`config.mk`:
```
export PLATFORM = sky130hd
export DESIGN_NAME = res_station
export DESIGN_NICKNAME = d
export VERILOG_FILES = /design/src/hdl/ooo_pkg.sv /design/src/hdl/res_station.sv
export SDC_FILE = /design/constraint.sdc
export NUM_CORES = 2
export LEC_CHECK = 0
export BUFFER_PORTS_ARGS = -buffer_cell sky130_fd_sc_hd__buf_2
export CAP_MARGIN = 25
export CORE_UTILIZATION = 57
export DETAILED_ROUTE_END_ITERATION = 6
export PLACE_DENSITY_LB_ADDON = 0.15
export SETUP_SLACK_MARGIN = 0.4
export SLEW_MARGIN = 10
export SYNTH_ARGS = -nofsm -noshare
export SYNTH_HDL_FRONTEND = slang
export SYNTH_SLANG_ARGS = --single-unit
```
`constraint.sdc`:
```
create_clock -name clk -period 6.9 [get_ports clk]
set_input_delay 0 -clock clk [delete_from_list [all_inputs] [get_ports clk]]
set_output_delay 0 -clock clk [all_outputs]
set_load 0.005 [all_outputs]
```
`src/hdl/ooo_pkg.sv`:
```
//////////////////////////////////////////////////
// Out-of-order core slice shared definitions
// Data widths, ROB tag sizing, opcodes, station
// states and the packets passed between blocks
//////////////////////////////////////////////////

package ooo_pkg;

    // ROB sizing, tag width sets the depth
    localparam int ROB_TAG_W = 3;
    localparam int ROB_DEPTH = 1 << ROB_TAG_W;

    // Plain vector types
    typedef logic [31:0]          word_t;
    typedef logic [4:0]           reg_idx_t;
    typedef logic [ROB_TAG_W-1:0] rob_tag_t;

    // Integer operations
    typedef enum logic [2:0] {
        OP_LI,
        OP_ADD,
        OP_SUB,
        OP_AND,
        OP_OR,
        OP_XOR,
        OP_MUL
    } alu_op_e;

    // Reservation station FSM
    typedef enum logic [1:0] {
        RS_IDLE,
        RS_WAIT,
        RS_EXEC,
        RS_DONE
    } rs_state_e;

    //////////////////////////////////////////////////
    // Packets
    //////////////////////////////////////////////////

    // Decoded instruction from the source
    typedef struct packed {
        alu_op_e  op;
        reg_idx_t rd;
        reg_idx_t rs1;
        reg_idx_t rs2;
        word_t    imm;
    } inst_t;

    // One source operand, value or pending tag
    typedef struct packed {
        logic     ready;
        rob_tag_t tag;
        word_t    value;
    } operand_t;

    // Dispatch to station
    typedef struct packed {
        alu_op_e  op;
        rob_tag_t tag;
        operand_t src1;
        operand_t src2;
        word_t    imm;
    } rs_issue_t;

    // Common data bus broadcast
    typedef struct packed {
        logic     valid;
        rob_tag_t tag;
        word_t    value;
    } cdb_t;

    // Oldest completed ROB entry
    typedef struct packed {
        logic     valid;
        rob_tag_t tag;
        reg_idx_t rd;
        word_t    value;
    } retire_t;

endpackage

```
`src/hdl/res_station.sv`:
```
//////////////////////////////////////////////////
// Reservation station
// Holds one instruction, snoops the CDB for its
// operands and runs its own execution unit
//////////////////////////////////////////////////

module res_station import ooo_pkg::*; #(
    parameter int MUL_CYCLES = 4
) (
    input  logic      clk,
    input  logic      rst_n,
    input  logic      issue_strobe,
    input  rs_issue_t issue,
    input  cdb_t      cdb,
    input  logic      grant,
    output logic      free,
    output logic      done,
    output cdb_t      result
);

    localparam int CNT_W = $clog2(MUL_CYCLES + 1);
    localparam logic [CNT_W-1:0] CNT_LAST = CNT_W'(MUL_CYCLES - 1);

    rs_state_e        state;
    rs_issue_t        entry;
    logic [CNT_W-1:0] mul_cnt;
    word_t            alu_out;
    word_t            res_value;

    // Capture a pending operand off the bus
    function automatic operand_t snoop(operand_t src, cdb_t bus);
        operand_t upd;
        upd = src;
        if (!src.ready && bus.valid && bus.tag == src.tag) begin
            upd.ready = 1'b1;
            upd.value = bus.value;
        end
        return upd;
    endfunction

    //////////////////////////////////////////////////
    // Station FSM
    //////////////////////////////////////////////////

    always_ff @(posedge clk) begin
        if (!rst_n) begin
            state   <= RS_IDLE;
            mul_cnt <= '0;
        end else begin
            mul_cnt <= (state == RS_EXEC) ? mul_cnt + 1'b1 : '0;
            case (state)
                RS_IDLE: if (issue_strobe) state <= RS_WAIT;
                RS_WAIT: if (entry.src1.ready && entry.src2.ready) state <= RS_EXEC;
                // Multiply holds EXEC for MUL_CYCLES
                RS_EXEC: if (entry.op != OP_MUL || mul_cnt == CNT_LAST) state <= RS_DONE;
                // Hold result until the arbiter picks us
                RS_DONE: if (grant) state <= RS_IDLE;
                default: state <= RS_IDLE;
            endcase
        end
    end

    always_ff @(posedge clk) begin
        if (state == RS_IDLE && issue_strobe) begin
            entry <= issue;
        end else begin
            entry.src1 <= snoop(entry.src1, cdb);
            entry.src2 <= snoop(entry.src2, cdb);
        end
        if (state == RS_EXEC) begin
            res_value <= alu_out;
        end
    end

    //////////////////////////////////////////////////
    // Execution unit
    //////////////////////////////////////////////////

    always_comb begin
        case (entry.op)
            OP_LI:   alu_out = entry.imm;
            OP_ADD:  alu_out = entry.src1.value + entry.src2.value;
            OP_SUB:  alu_out = entry.src1.value - entry.src2.value;
            OP_AND:  alu_out = entry.src1.value & entry.src2.value;
            OP_OR:   alu_out = entry.src1.value | entry.src2.value;
            OP_XOR:  alu_out = entry.src1.value ^ entry.src2.value;
            // Low 32 bits kept
            OP_MUL:  alu_out = entry.src1.value * entry.src2.value;
            default: alu_out = '0;
        endcase
    end

    assign free   = (state == RS_IDLE);
    assign done   = (state == RS_DONE);
    assign result = '{valid: done, tag: entry.tag, value: res_value};

endmodule

```
==> run summary <==
For the half-perimeter wire length after placement, the log shows 79.1 mm. The run gives 58.2% as the effective utilization at floorplan. The peak clock frequency supported by timing came out at 136 MHz. The routed design uses 45.1 mm of met2 wire. The area share of xor/xnor cells in the synthesized design was 5.15%. Summing the areas of all compound-gate instances in the mapped netlist gives 8.32% of the synthesized area. The area inside the core boundary was 0.0421 sq mm. The maximum level of the CTS H-tree was 4; the critical path data required time was 7.11 ns. The CTS buffer count was 17.

The first routing iteration left 2813 violations. Fraction of the yosys area taken by sequential cells: 17.8%. Path category of the worst min-delay check: in -> reg. In this design, the stage delay of the slowest critical-path cell is 0.54 ns. The insertion delay to the later sink of the worst-skew pair was 0.50 ns. Counting cells, the worst reg-to-reg path comes to 28. The type of the worst setup path was reg -> reg. The number of buffers on the longest clock path is 2.

In the routed layout, each cell is associated on average with a via count of 6.05. The most numerous cell in the Yosys netlist was sky130_fd_sc_hd__inv_1. The final antenna-violating net count is 0. For hold timing, the worst endpoint is state[1]$_SDFFE_PN0P_. The routed wire length is 106 mm. The checks that failed: design-rule violations, negative setup slack. Internal reg-to-reg setup slack: -0.48 ns. The first global-routing pass estimated 155 mm of wire.

Of the total synthesized cell area, the portion taken by full adders, half adders and majority gates is 44.9%. The flop and latch count out of synthesis works out to 147. Critical path's slowest cell: sky130_fd_sc_hd__fa_1.

After detailed routing, the met3 layer carries 15.1 mm of wire. The final layout contains 4142 nets. Prevailing post-synth register cell: sky130_fd_sc_hd__edfxtp_1. Entering global routing, the biggest net connects 83 pins.

The via count of the first global-routing pass was 25.0k; the share of flip-flops with an asynchronous set or reset was 0%. Clock-pin slew of the registers on the worst-case setup and hold paths: 0.08 ns. After synthesis, the cell types taking the most area are sky130_fd_sc_hd__fa_1, sky130_fd_sc_hd__edfxtp_1, sky130_fd_sc_hd__ha_1, sky130_fd_sc_hd__inv_1, sky130_fd_sc_hd__nand2_1.

Yosys printed 0 warnings. For the number of hold violations in the final report, the log shows 0. The synthesized netlist net count was 3480. Setup repair after global routing could not meet its margin everywhere.

The run finished, with violations left. The run gives 0 as the count of pins over their slew limit. Routed signal wires occupy layers up through met5.

The count of port buffers added during placement works out to 187. In this run the tightest slew margin relative to its limit is 31.5%. The cell sitting at the root of the clock tree is a sky130_fd_sc_hd__clkbuf_16.

Total congestion overflow: 0. The worst setup path is launched from a flip-flop. Synthesis instantiated 80 different standard cells from the library. For the number of sinks handled by clock tree synthesis, the log shows 147. The type of element capturing the critical path was a flip-flop. Of the available clock period, the critical path in the final layout requires 107%. The tools report the final worst clock skew as 0.0184 ns. For this run, design rule violations remaining after detail routing come to 4.

The mean area per synthesized cell works out to 9.09 sq um. The worst register-to-register path ends at res_value[31]$_DFFE_PP_. After synthesis, the most frequently instantiated cells are sky130_fd_sc_hd__inv_1, sky130_fd_sc_hd__nand2_1, sky130_fd_sc_hd__fa_1. Once layout is done, the placed cells without fillers occupy 0.0325 sq mm. The worst-margin pin slew works out to 1.02 ns. The count of flip-flops with a built-in enable after synthesis came out at 142. The die covers 0.0438 sq mm. The combinational family with the most area after synthesis was adder cells. Setup violations remaining at the end of the flow were counted as 13.

The final critical-path setup slack was -0.478 ns. Subtracting the final worst setup slack from the clock period gives 7.38 ns. The global-route usage over all layers came out at 49.7%. TritonCTS built the clock tree. From left edge to right edge, the die measures 209 microns. The top fanout value on the critical path was 3; the count of max-cap constraint violations was 0. The share of synthesized area spent on multiplexers came out at 0.245%. The tools report the total cell area at the placement stage as 0.0286 sq mm. The worst hold path passes through 5 cells. The ratio of cells with drive above 1 in the final layout was 24.8%; the number of placement rows was 75. In the final routing, the length of wire on met1 measures 37.8 mm.

The tools report the startpoint of the lowest-slack hold path as issue_strobe. At the end of routability-driven placement, the weighted congestion stood at 1.04. sky130_fd_sc_hd__fa_1 takes more of the synthesized area than any other cell. Of the post-synthesis cell area, the dominant cell type holds 33.4%. For this run, the detailed router's first-pass iteration total came to 7. The startpoint identified for the worst register-to-register timing path is entry[38]$_DFFE_PP_.

The synthesized area is 0.0245 sq mm. STA puts the critical path data arrival time at 7.59 ns. From bottom edge to top edge, the die measures 209 microns. The number of instances in the synthesized netlist is 2696, and the number of ports placed on the die boundary is 188. In the final routed layout, each cell accounts on average for 27.1 microns. Compared with the post-synthesis result, the final layout area differs by 32.5%. The detailed router placed 23.7k vias in this run. The run gives 5 as the initial antenna violation count. The simple-gate area share of the yosys netlist was 14.4%.
## cells in the final DEF (no fill, tap or decap), types with 27 or more instances in the layout
master	n
sky130_fd_sc_hd__nand2_1	435
sky130_fd_sc_hd__inv_1	419
sky130_fd_sc_hd__fa_1	378
sky130_fd_sc_hd__buf_4	341
sky130_fd_sc_hd__nor2_1	323
sky130_fd_sc_hd__ha_1	202
sky130_fd_sc_hd__buf_2	188
sky130_fd_sc_hd__dlygate4sd3_1	176
sky130_fd_sc_hd__edfxtp_1	142
sky130_fd_sc_hd__xnor2_1	96
sky130_fd_sc_hd__a21oi_1	53
sky130_fd_sc_hd__o21ai_0	43
sky130_fd_sc_hd__xor2_1	36
sky130_fd_sc_hd__buf_6	36
sky130_fd_sc_hd__fa_2	31
sky130_fd_sc_hd__a21o_1	27
## layout make-up
cell class	count	area, sq um
Antenna cell	3	7.51
Clock buffer	18	450
Clock inverter	14	160
Fill cell	2779	9660
Inverter	467	1820
Multi-Input combinational cell	1955	18800
Sequential cell	147	4360
Tap cell	539	674
Timing Repair Buffer	769	6210
Timing Repair inverter	1	7.51
## kinds of logic after synthesis
group	count (synthesis)
simple gates	876
fa+ha+maj	634
buf+inv	594
compound gates	295
flops	147
xor+xnor	144
mux	6
## per-stage QoR
stage               TNS [ns]  hold WS (ns)  instances  utilization, %  setup slack (ns)
floorplan                  0        0.0989       2696               -             0.154
global placement       -4.75         0.178       3641            67.9            -0.712
detailed placement     -5.35         0.178       3642            67.9            -0.700
CTS                    -2.18        0.0350       3887            75.5            -0.334
global route           -5.43         0.130       3913            77.1            -0.585
finish                 -3.83        0.0737       3913            77.1            -0.478
## worst max path at each step
stage          slack (ns)                      end                start
2_1_floorplan        0.15  res_value[29]$_DFFE_PP_  entry[36]$_DFFE_PP_
3_3_place_gp        -0.71  res_value[31]$_DFFE_PP_  entry[78]$_DFFE_PP_
3_5_place_dp        -0.70  res_value[29]$_DFFE_PP_  entry[78]$_DFFE_PP_
4_1_cts             -0.33  res_value[31]$_DFFE_PP_  entry[38]$_DFFE_PP_
5_1_grt             -0.59  res_value[31]$_DFFE_PP_  entry[76]$_DFFE_PP_
6_report            -0.48  res_value[31]$_DFFE_PP_  entry[38]$_DFFE_PP_
## timing repair
item                                    4_1_cts  5_1_grt
hold buffers                                176        0
cloned                                        1        0
gates resized for setup                     115      116
endpoints found under the setup margin       19       21
pin swaps                                    73       99
endpoints found under the hold margin       120        0
setup buffers                                36       22
## sequential cells by signal, indices dropped and copies added, names as in the netlist
register,cells
res_value,32
entry,107
result,3
mul_cnt,3
state,2
## per-layer routing
| layer | vias to the layer above | GRT usage [%] |
|---|---|---|
| li1 | 9760 | - |
| met1 | 11500 | 60.9 |
| met2 | 1941 | 74.5 |
| met3 | 494 | 18.0 |
| met4 | 4 | 31.8 |
| met5 | - | 0 |
## worst max-delay path: cells and delay by family (launching register included)
family	cells	cell delay [ns]
xor gates and xnor gates	1	0.10
buffers and inverters	9	1.24
DFF	1	0.46
AOI/OAI and AO/OA	7	1.15
adders and majority gates	10	4.03
and+or+nand+nor	1	0.12
Power is not shown: default switching activity piles up to over one toggle a cycle in this logic, so the estimate is an artifact.
