`config.mk`:
```
export PLATFORM = sky130hd
export DESIGN_NAME = reorder_buffer
export DESIGN_NICKNAME = d
export VERILOG_FILES = /design/src/hdl/ooo_pkg.sv /design/src/hdl/reorder_buffer.sv
export SDC_FILE = /design/constraint.sdc
export NUM_CORES = 1
export LEC_CHECK = 0
export BUFFER_PORTS_ARGS = -buffer_cell sky130_fd_sc_hd__buf_2
export CORE_ASPECT_RATIO = 0.7
export CORE_MARGIN = 2
export CORE_UTILIZATION = 25
export CTS_BUF_LIST = sky130_fd_sc_hd__clkbuf_8
export DETAILED_ROUTE_END_ITERATION = 8
export SYNTH_ARGS = -nofsm -noshare
export SYNTH_HDL_FRONTEND = slang
export SYNTH_SLANG_ARGS = --single-unit
export TNS_END_PERCENT = 10
```
`constraint.sdc`:
```
create_clock -name clk -period 7.9 [get_ports clk]
set_input_delay 1.185 -clock clk [delete_from_list [all_inputs] [get_ports clk]]
set_output_delay 1.185 -clock clk [all_outputs]
set_load 0.02 [all_outputs]
```
`src/hdl/ooo_pkg.sv`:
```
//////////////////////////////////////////////////
// Out-of-order core slice shared definitions
// Data widths, ROB tag sizing, opcodes, station
// states and the packets passed between blocks
//////////////////////////////////////////////////

package ooo_pkg;

    // ROB sizing, tag width sets the depth
    localparam int ROB_TAG_W = 3;
    localparam int ROB_DEPTH = 1 << ROB_TAG_W;

    // Plain vector types
    typedef logic [31:0]          word_t;
    typedef logic [4:0]           reg_idx_t;
    typedef logic [ROB_TAG_W-1:0] rob_tag_t;

    // Integer operations
    typedef enum logic [2:0] {
        OP_LI,
        OP_ADD,
        OP_SUB,
        OP_AND,
        OP_OR,
        OP_XOR,
        OP_MUL
    } alu_op_e;

    // Reservation station FSM
    typedef enum logic [1:0] {
        RS_IDLE,
        RS_WAIT,
        RS_EXEC,
        RS_DONE
    } rs_state_e;

    //////////////////////////////////////////////////
    // Packets
    //////////////////////////////////////////////////

    // Decoded instruction from the source
    typedef struct packed {
        alu_op_e  op;
        reg_idx_t rd;
        reg_idx_t rs1;
        reg_idx_t rs2;
        word_t    imm;
    } inst_t;

    // One source operand, value or pending tag
    typedef struct packed {
        logic     ready;
        rob_tag_t tag;
        word_t    value;
    } operand_t;

    // Dispatch to station
    typedef struct packed {
        alu_op_e  op;
        rob_tag_t tag;
        operand_t src1;
        operand_t src2;
        word_t    imm;
    } rs_issue_t;

    // Common data bus broadcast
    typedef struct packed {
        logic     valid;
        rob_tag_t tag;
        word_t    value;
    } cdb_t;

    // Oldest completed ROB entry
    typedef struct packed {
        logic     valid;
        rob_tag_t tag;
        reg_idx_t rd;
        word_t    value;
    } retire_t;

endpackage

```
`src/hdl/reorder_buffer.sv`:
```
//////////////////////////////////////////////////
// Reorder buffer
// Circular buffer of in-flight results, operand
// lookups for dispatch, in-order retire
//////////////////////////////////////////////////

module reorder_buffer import ooo_pkg::*; (
    input  logic           clk,
    input  logic           rst_n,
    input  logic           alloc_valid,
    input  reg_idx_t       alloc_rd,
    input  rob_tag_t [1:0] lookup_tag,
    input  cdb_t           cdb,
    output rob_tag_t       alloc_tag,
    output logic           rob_full,
    output logic [1:0]     lookup_done,
    output word_t [1:0]    lookup_value,
    output retire_t        retire
);

    localparam int CNT_W = ROB_TAG_W + 1;

    reg_idx_t             ent_rd    [ROB_DEPTH];
    word_t                ent_value [ROB_DEPTH];
    logic [ROB_DEPTH-1:0] ent_done;
    rob_tag_t             head;
    rob_tag_t             tail;
    logic [CNT_W-1:0]     count;
    logic                 head_cdb;
    logic                 head_ready;
    word_t                head_value;

    assign alloc_tag = tail;
    // Count MSB is set only when every entry is in use
    assign rob_full  = count[ROB_TAG_W];

    //////////////////////////////////////////////////
    // Operand lookups
    //////////////////////////////////////////////////

    // Done flag survives retire until reallocated
    always_comb begin
        for (int i = 0; i < 2; i++) begin
            lookup_done[i]  = ent_done[lookup_tag[i]];
            lookup_value[i] = ent_value[lookup_tag[i]];
        end
    end

    //////////////////////////////////////////////////
    // Head completion and retire
    //////////////////////////////////////////////////

    // Head completes in its CDB cycle
    assign head_cdb   = cdb.valid && (cdb.tag == head);
    assign head_ready = (count != '0) && (ent_done[head] || head_cdb);
    assign head_value = ent_done[head] ? ent_value[head] : cdb.value;

    always_ff @(posedge clk) begin
        if (!rst_n) begin
            head     <= '0;
            tail     <= '0;
            count    <= '0;
            ent_done <= '0;
            retire   <= '0;
        end else begin
            if (alloc_valid) begin
                tail           <= tail + 1'b1;
                ent_done[tail] <= 1'b0;
            end
            // Mark complete from the broadcast
            if (cdb.valid) begin
                ent_done[cdb.tag] <= 1'b1;
            end
            if (head_ready) begin
                head <= head + 1'b1;
            end
            count  <= count + CNT_W'(alloc_valid) - CNT_W'(head_ready);
            retire <= '{
                valid: head_ready,
                tag:   head,
                rd:    ent_rd[head],
                value: head_value
            };
        end
    end

    // Entry payload
    always_ff @(posedge clk) begin
        if (alloc_valid) begin
            ent_rd[tail] <= alloc_rd;
        end
        if (cdb.valid) begin
            ent_value[cdb.tag] <= cdb.value;
        end
    end

endmodule

```
==> impl_metrics.csv, run 1 <==
group,metric,value,unit
clock_network,cts_hold_buffers,0,
sta,fin_crit,4.81,ns
placement,post_dp_cell_area,19100,sq um
clock_network,cts.sinks,358,
clock_network,cts_resized,0,
synthesis,synth_fp_nets,968,
final_layout,area_delta_synth_final,17.5,%
global_route,grt_max_degree,73,
final_layout,nFillCells,6768,
floorplanning,core,68300,sq um
floorplanning,dieWidth,318,um
critical_path,startpoint_type,"input pin",
clock_network,cts_tree,"built",
placement,gp_congestion,0.759,
final_layout,multi_input_area,6850,sq um
floorplanning,dieHeight,224,um
sta,setup_ws,3.09,ns
clock_network,clk_pin_slew,0.06,ns
synthesis,yosysSeqAreaShare,58.6,%
sta,worst_pin_slew,1.11,ns
critical_path,path_max_fanout,39,
detailed_routing,highest_layer,"met5",
final_layout,regArea,10100,sq um
detailed_routing,drc_errors,0,
critical_path,cp.arrival,3.63,ns
detailed_routing,via_count,9969,
critical_path,required,6.71,ns
floorplanning,rows,80,
sta,relSlewSlack,26.2,%
placement,dp_slack,3.01,ns
final_layout,num-nets-final,1135,
clock_network,cts_setup_buffers,0,
sta,fin_skew,0.0401,ns
floorplanning,num_io_pins,161,
sta,totalNegativeSetupSlack,0,ns
hold_path,hp-class,"reg -> reg",
detailed_routing,wirelength,48.7,mm
sta,slew_violations,0,
synthesis,yosys_register_bits,358,
global_route,grt_first_pass_wirelength,71.3,mm
detailed_routing,route.met3.wl,3.13,mm
synthesis,syn-instance-count,911,
final_layout,design_area,20300,sq um
global_route,grt_overflow_total,0,
synthesis,syn-mean-instance-area,19.0,sq um
detailed_routing,dr.pass1.iters,5,
power_and_ir_drop,peakVddDrop,0.000116,V
sta,post-route-period-util,60.9,%
floorplanning,start_util,25.3,%
floorplanning,die_area,71300,sq um
synthesis,yosysWarnings,0,
clock_network,cts_max_level,2,
global_route,grt_pass1_vias,10444,
flow_run,cap_violations,0,
detailed_routing,wl_met2,23.3,mm
power_and_ir_drop,p_leak,6.64,nW
sta,final_hold_viol_count,0,
final_layout,drive_gt1_share,48.7,%
clock_network,numCtsBuffers,58,
global_route,antenna_found_initial,3,
critical_path,path_class,"in -> out",
detailed_routing,met1Wirelength,21.4,mm
synthesis,synth_cell_types,33,
clock_network,root_buffer,"clkbuf_8",
global_route,grt.total_usage,13.5,%
detailed_routing,first_iter_violations,877,
clock_network,clock_latency,0.66,ns
critical_path,end_kind,"output pin",
synthesis,netlist_area,17300,sq um
detailed_routing,ant_nets,0,
placement,place_hpwl,29.0,mm
sta,rsz0062_at_grt,"false",
detailed_routing,wire_per_inst,24.0,um
detailed_routing,viasPerCell,4.91,
sta,fmax,208,MHz
clock_network,cts_buffer_depth,3,
placement,portBuffers,160,
power_and_ir_drop,cellPowerDensity,240,nW/um^2
sta,setup_violations,0,
outcome,status,"finished, final reports clean",
==> worst max-delay path, cell delays in order <==
cell    delay [ns]
buf_4         0.64
buf_4         0.62
mux4_2        0.58
mux2_2        0.31
buf_2         0.17
==> report_power, final <==
| part | internal [W] | switching (W) | total (W) |
|---|---|---|---|
| sequential | 0.00214 | 0.000138 | 0.00228 |
| clock | 0.000908 | 0.000799 | 0.00171 |
| combinational | 0.000468 | 0.000434 | 0.000903 |
| total | 0.00351 | 0.00137 | 0.00488 |
==> per-stage QoR <==
step	std cells	hold slack (ns)	power, W	utilization, %
after global routing	2031	0.656	0.00511	29.8
after global placement	1920	0.603	0.00322	28.0
final	2031	0.619	0.00488	29.8
after CTS	2030	0.626	0.00496	29.8
after detailed placement	1920	0.611	0.00324	28.0
after floorplan	911	0.562	0.00295	-
==> synthesized netlist by cell type, drive strengths merged <==
master	count	share of area (%)
mux2	67	4.4
o21ai	36	1.0
a21o	1	0.043
and2	8	0.29
edfxtp	296	51
nor4bb	1	0.058
o311ai	4	0.20
a21oi	34	0.98
a222oi	1	0.058
clkbuf	38	0.83
o21a	6	0.26
nand2	11	0.24
nand2b	6	0.22
nor2	12	0.26
xnor2	4	0.20
dfxtp	62	7.2
inv	7	0.15
and4	1	0.051
xor2	3	0.15
mux4	208	27
fa	1	0.12
nor2b	15	0.54
nor3b	2	0.087
a22oi	1	0.043
buf	34	1.1
mux2i	40	2.3
ha	6	0.43
o21ba	1	0.058
nor3	4	0.12
o31ai	1	0.043
==> layout by cell type (no fill, tap or decap), types with 3 or more instances in the layout <==
master	Yosys	routed
xnor2_1	4	4
ha_1	6	6
dfxtp_1	62	59
o21ai_0	36	36
mux4_2	208	208
clkinv_1	0	6
buf_4	0	23
a21oi_1	34	34
xor2_1	3	3
o21a_1	6	6
dfxtp_4	0	3
o311ai_0	4	4
nor2_4	0	6
mux2_2	66	66
clkinv_2	0	11
inv_1	7	27
edfxtp_1	296	296
bufinv_16	0	5
and2_1	8	8
nand2b_1	6	6
nor2_1	12	6
nand2_1	11	11
buf_2	19	156
clkbuf_8	0	63
mux2i_1	40	40
nor2b_1	15	15
==> registers in the layout, indices dropped and copies added (netlist names), named ones only <==
name / cells
alloc_tag: 3
head: 3
count: 4
retire: 41
ent_rd: 40
ent_done: 8
ent_value: 256
==> cell families (layout without fill, tap and decap cells) <==
| logic type | Yosys count | in the layout | share of synthesized area (%) |
|---|---|---|---|
| buffers and inverters | 79 | 296 | 2.11 |
| flip-flops | 358 | 358 | 58.6 |
| adder cells (fa/ha/maj) | 7 | 7 | 0.550 |
| AO/OA/AOI/OAI | 85 | 85 | 2.74 |
| XOR/XNOR | 7 | 7 | 0.355 |
| multiplexers | 315 | 315 | 33.8 |
| other | 0 | 1 | 0 |
| AND/OR/NAND/NOR | 60 | 60 | 1.86 |
==> layout make-up <==
cell class,count,area share (%)
sequential,358,49.9
multi-input combinational,474,33.7
tap,902,5.55
timing repair buffer,179,4.69
clock buffer,63,4.27
clock inverter,47,1.73
inverter,7,0.129
antenna,1,0.0123
==> routing by layer <==
layer,track usage [%],vias to the layer above
met4,3.00,2
met1,18.2,5314
met3,3.38,71
li1,-,4205
met5,0,-
met2,21.9,377
==> worst paths after layout <==
check | startpoint | endpoint | slack (ns) | depth (start not counted)
max reg2reg | head[1] | count[2] | 4.66 | 8
min reg2reg | ent_done[1] | ent_done[1] | 0.62 | 3
min | ent_done[1] | ent_done[1] | 0.62 | 3
max | lookup_tag[0] | lookup_value[20] | 3.09 | 5
(Power assumes the default switching activity.)
==> inputs of run 2 (changes only) <==
==> constraint.sdc (replaced) <==
create_clock -name clk -period 3.9 [get_ports clk]
set_input_delay 0.585 -clock clk [delete_from_list [all_inputs] [get_ports clk]]
set_output_delay 0.585 -clock clk [all_outputs]
set_load 0.02 [all_outputs]
==> run 2 against run 1 <==
  * First-iteration DRC count up 1.4%
  * Critical path depth did not move
  * Register-to-register slack lost 3.6 ns
  * Setup slack lost 2.1 ns
  * Sequential share of layout area decreased by 0.69 points
  * Clock skew grew 0.0033 ns
  * Global-route usage grew 0.27 points
  * Count of clock-buffer cells in the layout rose by 2
  * Non-clock buffer count increased by 8
  * Design area is 1.4% higher
  * Combinational power grew 110%
  * Clock power grew 110%
  * Largest cell class unchanged
  * Largest power group unchanged
==> impl_metrics.csv, run 2 (synthesis gave the netlist of run 1 again) <==
group,metric,value,unit
outcome,status,"finished, final reports clean",
critical_path,end_kind,"output pin",
global_route,grt_first_pass_wirelength,72.0,mm
critical_path,rr_worst_depth,8,
hold_path,hold_depth,1,
clock_network,root_buffer,"clkbuf_8",
floorplanning,dieHeight,224,um
placement,gp_congestion,0.774,
final_layout,multi_input_area,6850,sq um
sta,slew_violations,0,
clock_network,cts.sinks,358,
detailed_routing,wire_per_inst,24.0,um
hold_path,min_from,"cdb[20]",
global_route,grt.total_usage,13.8,%
power_and_ir_drop,peakVddDrop,0.000290,V
hold_path,hold_end,"ent_value[0][20]",
clock_network,cts_setup_buffers,0,
final_layout,nFillCells,6647,
clock_network,cts_max_level,2,
floorplanning,rows,80,
final_layout,drive_gt1_share,49.0,%
power_and_ir_drop,p_leak,6.73,nW
detailed_routing,viasPerCell,4.87,
detailed_routing,drc_errors,0,
final_layout,largestRegisters,"ent_value: 256 flops, retire: 41 flops, ent_rd: 40 flops",
critical_path,path_max_fanout,30,
sta,worst_pin_slew,1.11,ns
critical_path,crit_chain,"buf_4 -> buf_12 -> mux4_2 -> mux2_2 -> buf_2",
detailed_routing,wirelength,48.9,mm
sta,fin_skew,0.0435,ns
critical_path,crit_path_max_incr_delay,0.56,ns
clock_network,cts_buffer_depth,3,
final_layout,layout_commonest_cell,"edfxtp_1",
global_route,antenna_found_initial,2,
floorplanning,die_area,71300,sq um
final_layout,largest-register,"ent_value",
critical_path,reg2reg_to,"count[2]",
global_route,grt_max_degree,72,
hold_path,hp-class,"in -> reg",
clock_network,numCtsBuffers,59,
final_layout,regArea,10100,sq um
detailed_routing,dr.pass1.iters,5,
critical_path,path_class,"in -> out",
clock_network,clk_pin_slew,0.07,ns
sta,fin_crit,2.90,ns
detailed_routing,via_count,9932,
sta,final_hold_viol_count,0,
placement,portBuffers,160,
floorplanning,start_util,25.3,%
power_and_ir_drop,cellPowerDensity,490,nW/um^2
critical_path,cp.arrival,2.31,ns
floorplanning,num_io_pins,161,
critical_path,startpoint_type,"input pin",
final_layout,area_delta_synth_final,19.2,%
global_route,grt_pass1_vias,10414,
floorplanning,core,68300,sq um
sta,hold_slack,0.201,ns
sta,relSlewSlack,25.2,%
detailed_routing,ant_nets,0,
floorplanning,dieWidth,318,um
final_layout,largest_reg_flops,256,
critical_path,slowest_stage,"mux4_2",
clock_network,clock_latency,0.67,ns
flow_run,cap_violations,0,
critical_path,r2r_slack,1.10,ns
sta,totalNegativeSetupSlack,0,ns
sta,post-route-period-util,74.3,%
critical_path,required,3.31,ns
placement,place_hpwl,30.2,mm
clock_network,cts_tree,"built",
critical_path,timing.rr.start,"head[0]",
clock_network,cts_resized,0,
sta,rsz0062_at_grt,"false",
final_layout,layout_common_cells,"296 x edfxtp_1, 208 x mux4_2, 156 x buf_2",
detailed_routing,first_iter_violations,889,
sta,fmax,345,MHz
global_route,grt_overflow_total,0,
sta,setup_violations,0,
final_layout,num-nets-final,1144,
clock_network,cts_hold_buffers,0,
-- run 2: cell types whose count changed in the layout (fill, tap and decap cells not counted) --
cell and delta:
clkinvlp_4 -2, buf_4 -5, inv_12 -1, clkinv_1 +8, diode_2 +1, clkbuf_8 +2, clkinv_4 +2, bufinv_16 +2
clkinv_2 -3, inv_1 -8, buf_12 +13
-- run 2: final cells by class --
class / count / area share (%)
diodes: 2 / 0.0243
clock buffers: 65 / 4.34
clock inverters: 45 / 1.86
inverters: 7 / 0.128
multi-input cells: 474 / 33.2
flip-flops and latches: 358 / 49.2
well taps: 902 / 5.48
repair buffers: 187 / 5.71
-- run 2: worst max-delay path by stage --
stage,slack [ns],end,cells after the start,from
floorplan,0.40,ent_value[0][0],2,cdb[32]
global placement,1.01,lookup_value[52],5,lookup_tag[3]
detailed placement,1.0,lookup_value[52],5,lookup_tag[3]
CTS,1.0,lookup_value[52],5,lookup_tag[3]
global route,0.92,lookup_value[50],5,lookup_tag[3]
finish,1.00,lookup_value[50],5,lookup_tag[3]
-- run 2: routing by layer --
metal / vias to the layer above / track usage [%] / share of wire (%)
met5: - / 0 / 0.027
met4: 2 / 3.62 / 1.7
met3: 65 / 3.25 / 7.6
met2: 423 / 22.0 / 47
met1: 5213 / 18.8 / 44
li1: 4229 / - / -
-- run 2: per-stage QoR --
step	cells	total power [W]	utilization, %	cell area (sq um)	worst slack, ns
2_1_floorplan	911	0.00598	-	17300	0.404
3_3_place_gp	1928	0.00658	28.3	19300	1.01
3_5_place_dp	1928	0.00661	28.3	19300	0.999
4_1_cts	2038	0.0103	30.2	20600	0.997
5_1_grt	2039	0.0106	30.2	20600	0.923
6_report	2040	0.0101	30.2	20600	1.00
-- run 2: worst max-delay path, delay by kind of cell --
kind / cells / cell delay [ns]
buffers and inverters: 3 / 0.78
multiplexers: 2 / 0.87
-- run 2: where the power goes --
group	switching (W)	leakage (nW)	internal (W)
clock network	0.00159	0.701	0.00200
logic	0.000932	2.83	0.000979
registers	0.000254	3.20	0.00433
total	0.00278	6.73	0.00731
==> inputs of run 3 (changes only) <==
--- a/config.mk
+++ b/config.mk
@@ -5,6 +5,7 @@
 export SDC_FILE = /design/constraint.sdc
 export NUM_CORES = 1
 export LEC_CHECK = 0
+export ABC_AREA = 1
 export BUFFER_PORTS_ARGS = -buffer_cell sky130_fd_sc_hd__buf_2
 export CORE_ASPECT_RATIO = 0.7
 export CORE_MARGIN = 2
==> constraint.sdc (replaced) <==
create_clock -name clk -period 2.89 [get_ports clk]
set_input_delay 0.4335 -clock clk [delete_from_list [all_inputs] [get_ports clk]]
set_output_delay 0.4335 -clock clk [all_outputs]
set_load 0.02 [all_outputs]
==> run 3 against run 2 <==
  * Power up 57%
  * Design area up 5.6%
  * Clock power up 40%
  * Critical path depth up 4
  * Critical endpoint is now lookup_value[31]
  * Highest routed layer unchanged
==> impl_metrics.csv, run 3 <==
group,metric,value,unit
detailed_routing,wirelength,64.9,mm
power_and_ir_drop,power.internal,0.00997,W
final_layout,drive_gt1_share,15.2,%
floorplanning,dieHeight,231,um
global_route,antenna_found_initial,5,
critical_path,crit_chain,"buf_2 -> inv_2 -> buf_4 -> a21oi_1 -> o21ai_0 -> nand2_1 -> nor2_1 -> a31oi_1 -> buf_2",
placement,gp_congestion,0.834,
synthesis,yosysSeqAreaShare,55.1,%
sta,totalNegativeSetupSlack,0,ns
critical_path,crit_path_max_incr_delay,0.38,ns
synthesis,ys_top_cells_by_area,"edfxtp_1 48%, o21ai_0 12%, a21oi_1 9.8%",
sta,slew_violations,0,
synthesis,synth_fp_nets,2176,
detailed_routing,wire_per_inst,19.8,um
final_layout,area_delta_synth_final,18.4,%
placement,place_hpwl,40.0,mm
critical_path,end_kind,"output pin",
clock_network,root_buffer,"clkbuf_8",
critical_path,r2r_slack,0.47,ns
power_and_ir_drop,cellPowerDensity,726,nW/um^2
final_layout,regArea,10100,sq um
synthesis,async_flop_share,0,%
synthesis,synth_commonest_cells,"424 x o21ai_0, 360 x a21oi_1, 296 x edfxtp_1, 262 x nand2_1, 205 x nor2_1",
synthesis,yosysWarnings,0,
sta,final_hold_viol_count,0,
synthesis,synth-compound-area-share,26.0,%
synthesis,synth-edff-count,296,
final_layout,largest_reg_flops,256,
final_layout,largest-register,"ent_value",
critical_path,path_class,"in -> out",
critical_path,required,2.46,ns
floorplanning,start_util,25.2,%
detailed_routing,drc_errors,0,
clock_network,cts_max_level,3,
detailed_routing,viasPerCell,4.96,
power_and_ir_drop,pwr-share-seq,38.9,%
sta,fmax,379,MHz
global_route,grtUsageMet1,23.3,%
floorplanning,dieWidth,328,um
global_route,grt_pass1_vias,14852,
synthesis,synth-xor-area-share,0.0476,%
synthesis,yosysTopAreaCell,"edfxtp_1",
sta,fin_skew,0.0456,ns
synthesis,synth_most_common_cell,"o21ai_0",
placement,portBuffers,160,
final_layout,nFillCells,7760,
floorplanning,core,73100,sq um
placement,post_dp_cell_area,20400,sq um
global_route,grt.busiest_layer,"met2",
floorplanning,die_area,75800,sq um
synthesis,synth_cell_types,30,
final_layout,largestRegisters,"ent_value: 256 flops, retire: 41 flops, ent_rd: 40 flops",
final_layout,layout_commonest_cell,"o21ai_0",
sta,hold_slack,0.0569,ns
synthesis,netlist_area,18400,sq um
detailed_routing,ant_nets,0,
sta,post-route-period-util,91.3,%
final_layout,multi_input_area,6830,sq um
hold_path,hp-class,"in -> reg",
synthesis,syn-instance-count,2119,
clock_network,cts.sinks,358,
final_layout,num-nets-final,2307,
clock_network,clock_latency,0.67,ns
clock_network,clk_pin_slew,0.07,ns
critical_path,path_max_fanout,15,
sta,relSlewSlack,46.7,%
clock_network,cts_resized,0,
detailed_routing,first_iter_violations,2189,
floorplanning,num_io_pins,161,
clock_network,numCtsBuffers,66,
global_route,grt_overflow_total,0,
power_and_ir_drop,p_switching,0.00583,W
synthesis,synth_top_family_by_area,"compound AO/OA/AOI/OAI gates",
outcome,status,"finished, final reports clean",
global_route,grt_use_met3,3.40,%
critical_path,startpoint_type,"input pin",
sta,setup_violations,0,
synthesis,ys.flop_type,"edfxtp_1",
global_route,use_met2,25.9,%
floorplanning,rows,83,
synthesis,syn-mean-instance-area,8.68,sq um
clock_network,cts_buffer_depth,3,
sta,fin_crit,2.64,ns
clock_network,cts_tree,"built",
final_layout,design_area,21800,sq um
synthesis,synth_fa_ha_area_share,0.517,%
final_layout,layout_common_cells,"424 x o21ai_0, 360 x a21oi_1, 296 x edfxtp_1",
detailed_routing,dr.pass1.iters,6,
critical_path,cp.arrival,2.20,ns
global_route,grt_first_pass_wirelength,95.9,mm
detailed_routing,via_count,16294,
critical_path,slowest_stage,"a31oi_1",
sta,worst_pin_slew,0.798,ns
critical_path,crit_family,"buffers and inverters",
synthesis,synth_top_area_share,48.3,%
power_and_ir_drop,peakVddDrop,0.000495,V
power_and_ir_drop,combPwrFrac,29.3,%
synthesis,synth_mux_area_share,0,%
synthesis,yosys_register_bits,358,
sta,rsz0062_at_grt,"false",
power_and_ir_drop,clkPwrFrac,31.8,%
global_route,grt_max_degree,129,
flow_run,cap_violations,0,
critical_path,cp.buffers_inverters,4,
power_and_ir_drop,p_leak,8.36,nW
critical_path,crit_path_frequent_cell,"buf_2",
power_and_ir_drop,sw_frac_of_total,36.9,%
synthesis,synth-simple-area-share,10.2,%
global_route,grt.total_usage,16.7,%
==> run 3: cell types whose count changed after synthesis, moves of 157 or more <==
cell     previous run  this run
o21ai_0            36       424
a21oi_1            34       360
nand2_1            11       262
mux4_2            208         0
nor2_1             12       205
inv_1               7       164
==> run 3: cell families after synthesis <==
family,count (synthesis)
xor gates and xnor gates,1
DFF,358
adders and majority gates,7
and+or+nand+nor,488
AOI/OAI and AO/OA,925
buffers and inverters,340
==> run 3: layer usage <==
layer	wire length (um)	part of all wire [%]
met2	29100	45
met3	5980	9.2
met1	28300	44
met5	42	0.065
met4	1490	2.3
==> run 3: per-stage QoR <==
step           util [%]  std cells  worst slack [ns]  total power, W
6_report           29.8       3282             0.253          0.0158
4_1_cts            29.8       3280             0.279          0.0160
3_5_place_dp       27.9       3158             0.355          0.0109
2_1_floorplan         -       2119             0.483         0.00932
5_1_grt            29.8       3281             0.208          0.0167
3_3_place_gp       27.9       3158             0.340          0.0108
==> run 3: worst paths after layout <==
check        depth (start not counted)                to           from
max reg2reg                         11          count[2]        head[0]
min                                  1  ent_value[3][26]        cdb[26]
max                                  9  lookup_value[31]  lookup_tag[1]
min reg2reg                          2      alloc_tag[0]   alloc_tag[0]
==> run 3: power groups by stage <==
stage / Combinational (W) / Clock (W) / Sequential, W
5_1_grt: 0.00513 / 0.00538 / 0.00617
6_report: 0.00463 / 0.00503 / 0.00614
3_3_place_gp: 0.00458 / 0 / 0.00625
3_5_place_dp: 0.00461 / 0 / 0.00625
4_1_cts: 0.00464 / 0.00518 / 0.00615
2_1_floorplan: 0.00295 / 0 / 0.00637
==> run 3: final cells by class <==
cell class	count	area share, %
Antenna cell	2	0.0230
Clock buffer	67	4.24
Multi-Input combinational cell	1421	31.4
Clock inverter	54	1.82
Tap cell	977	5.62
Sequential cell	358	46.6
Timing Repair Buffer	231	7.37
Inverter	172	3.01
==> run 3: what timing repair did <==
action                                  in CTS  in global routing
hold buffers                                 1                  0
endpoints found under the setup margin       0                  0
buffers inserted                             0                  0
hold endpoints to repair                     1                  0
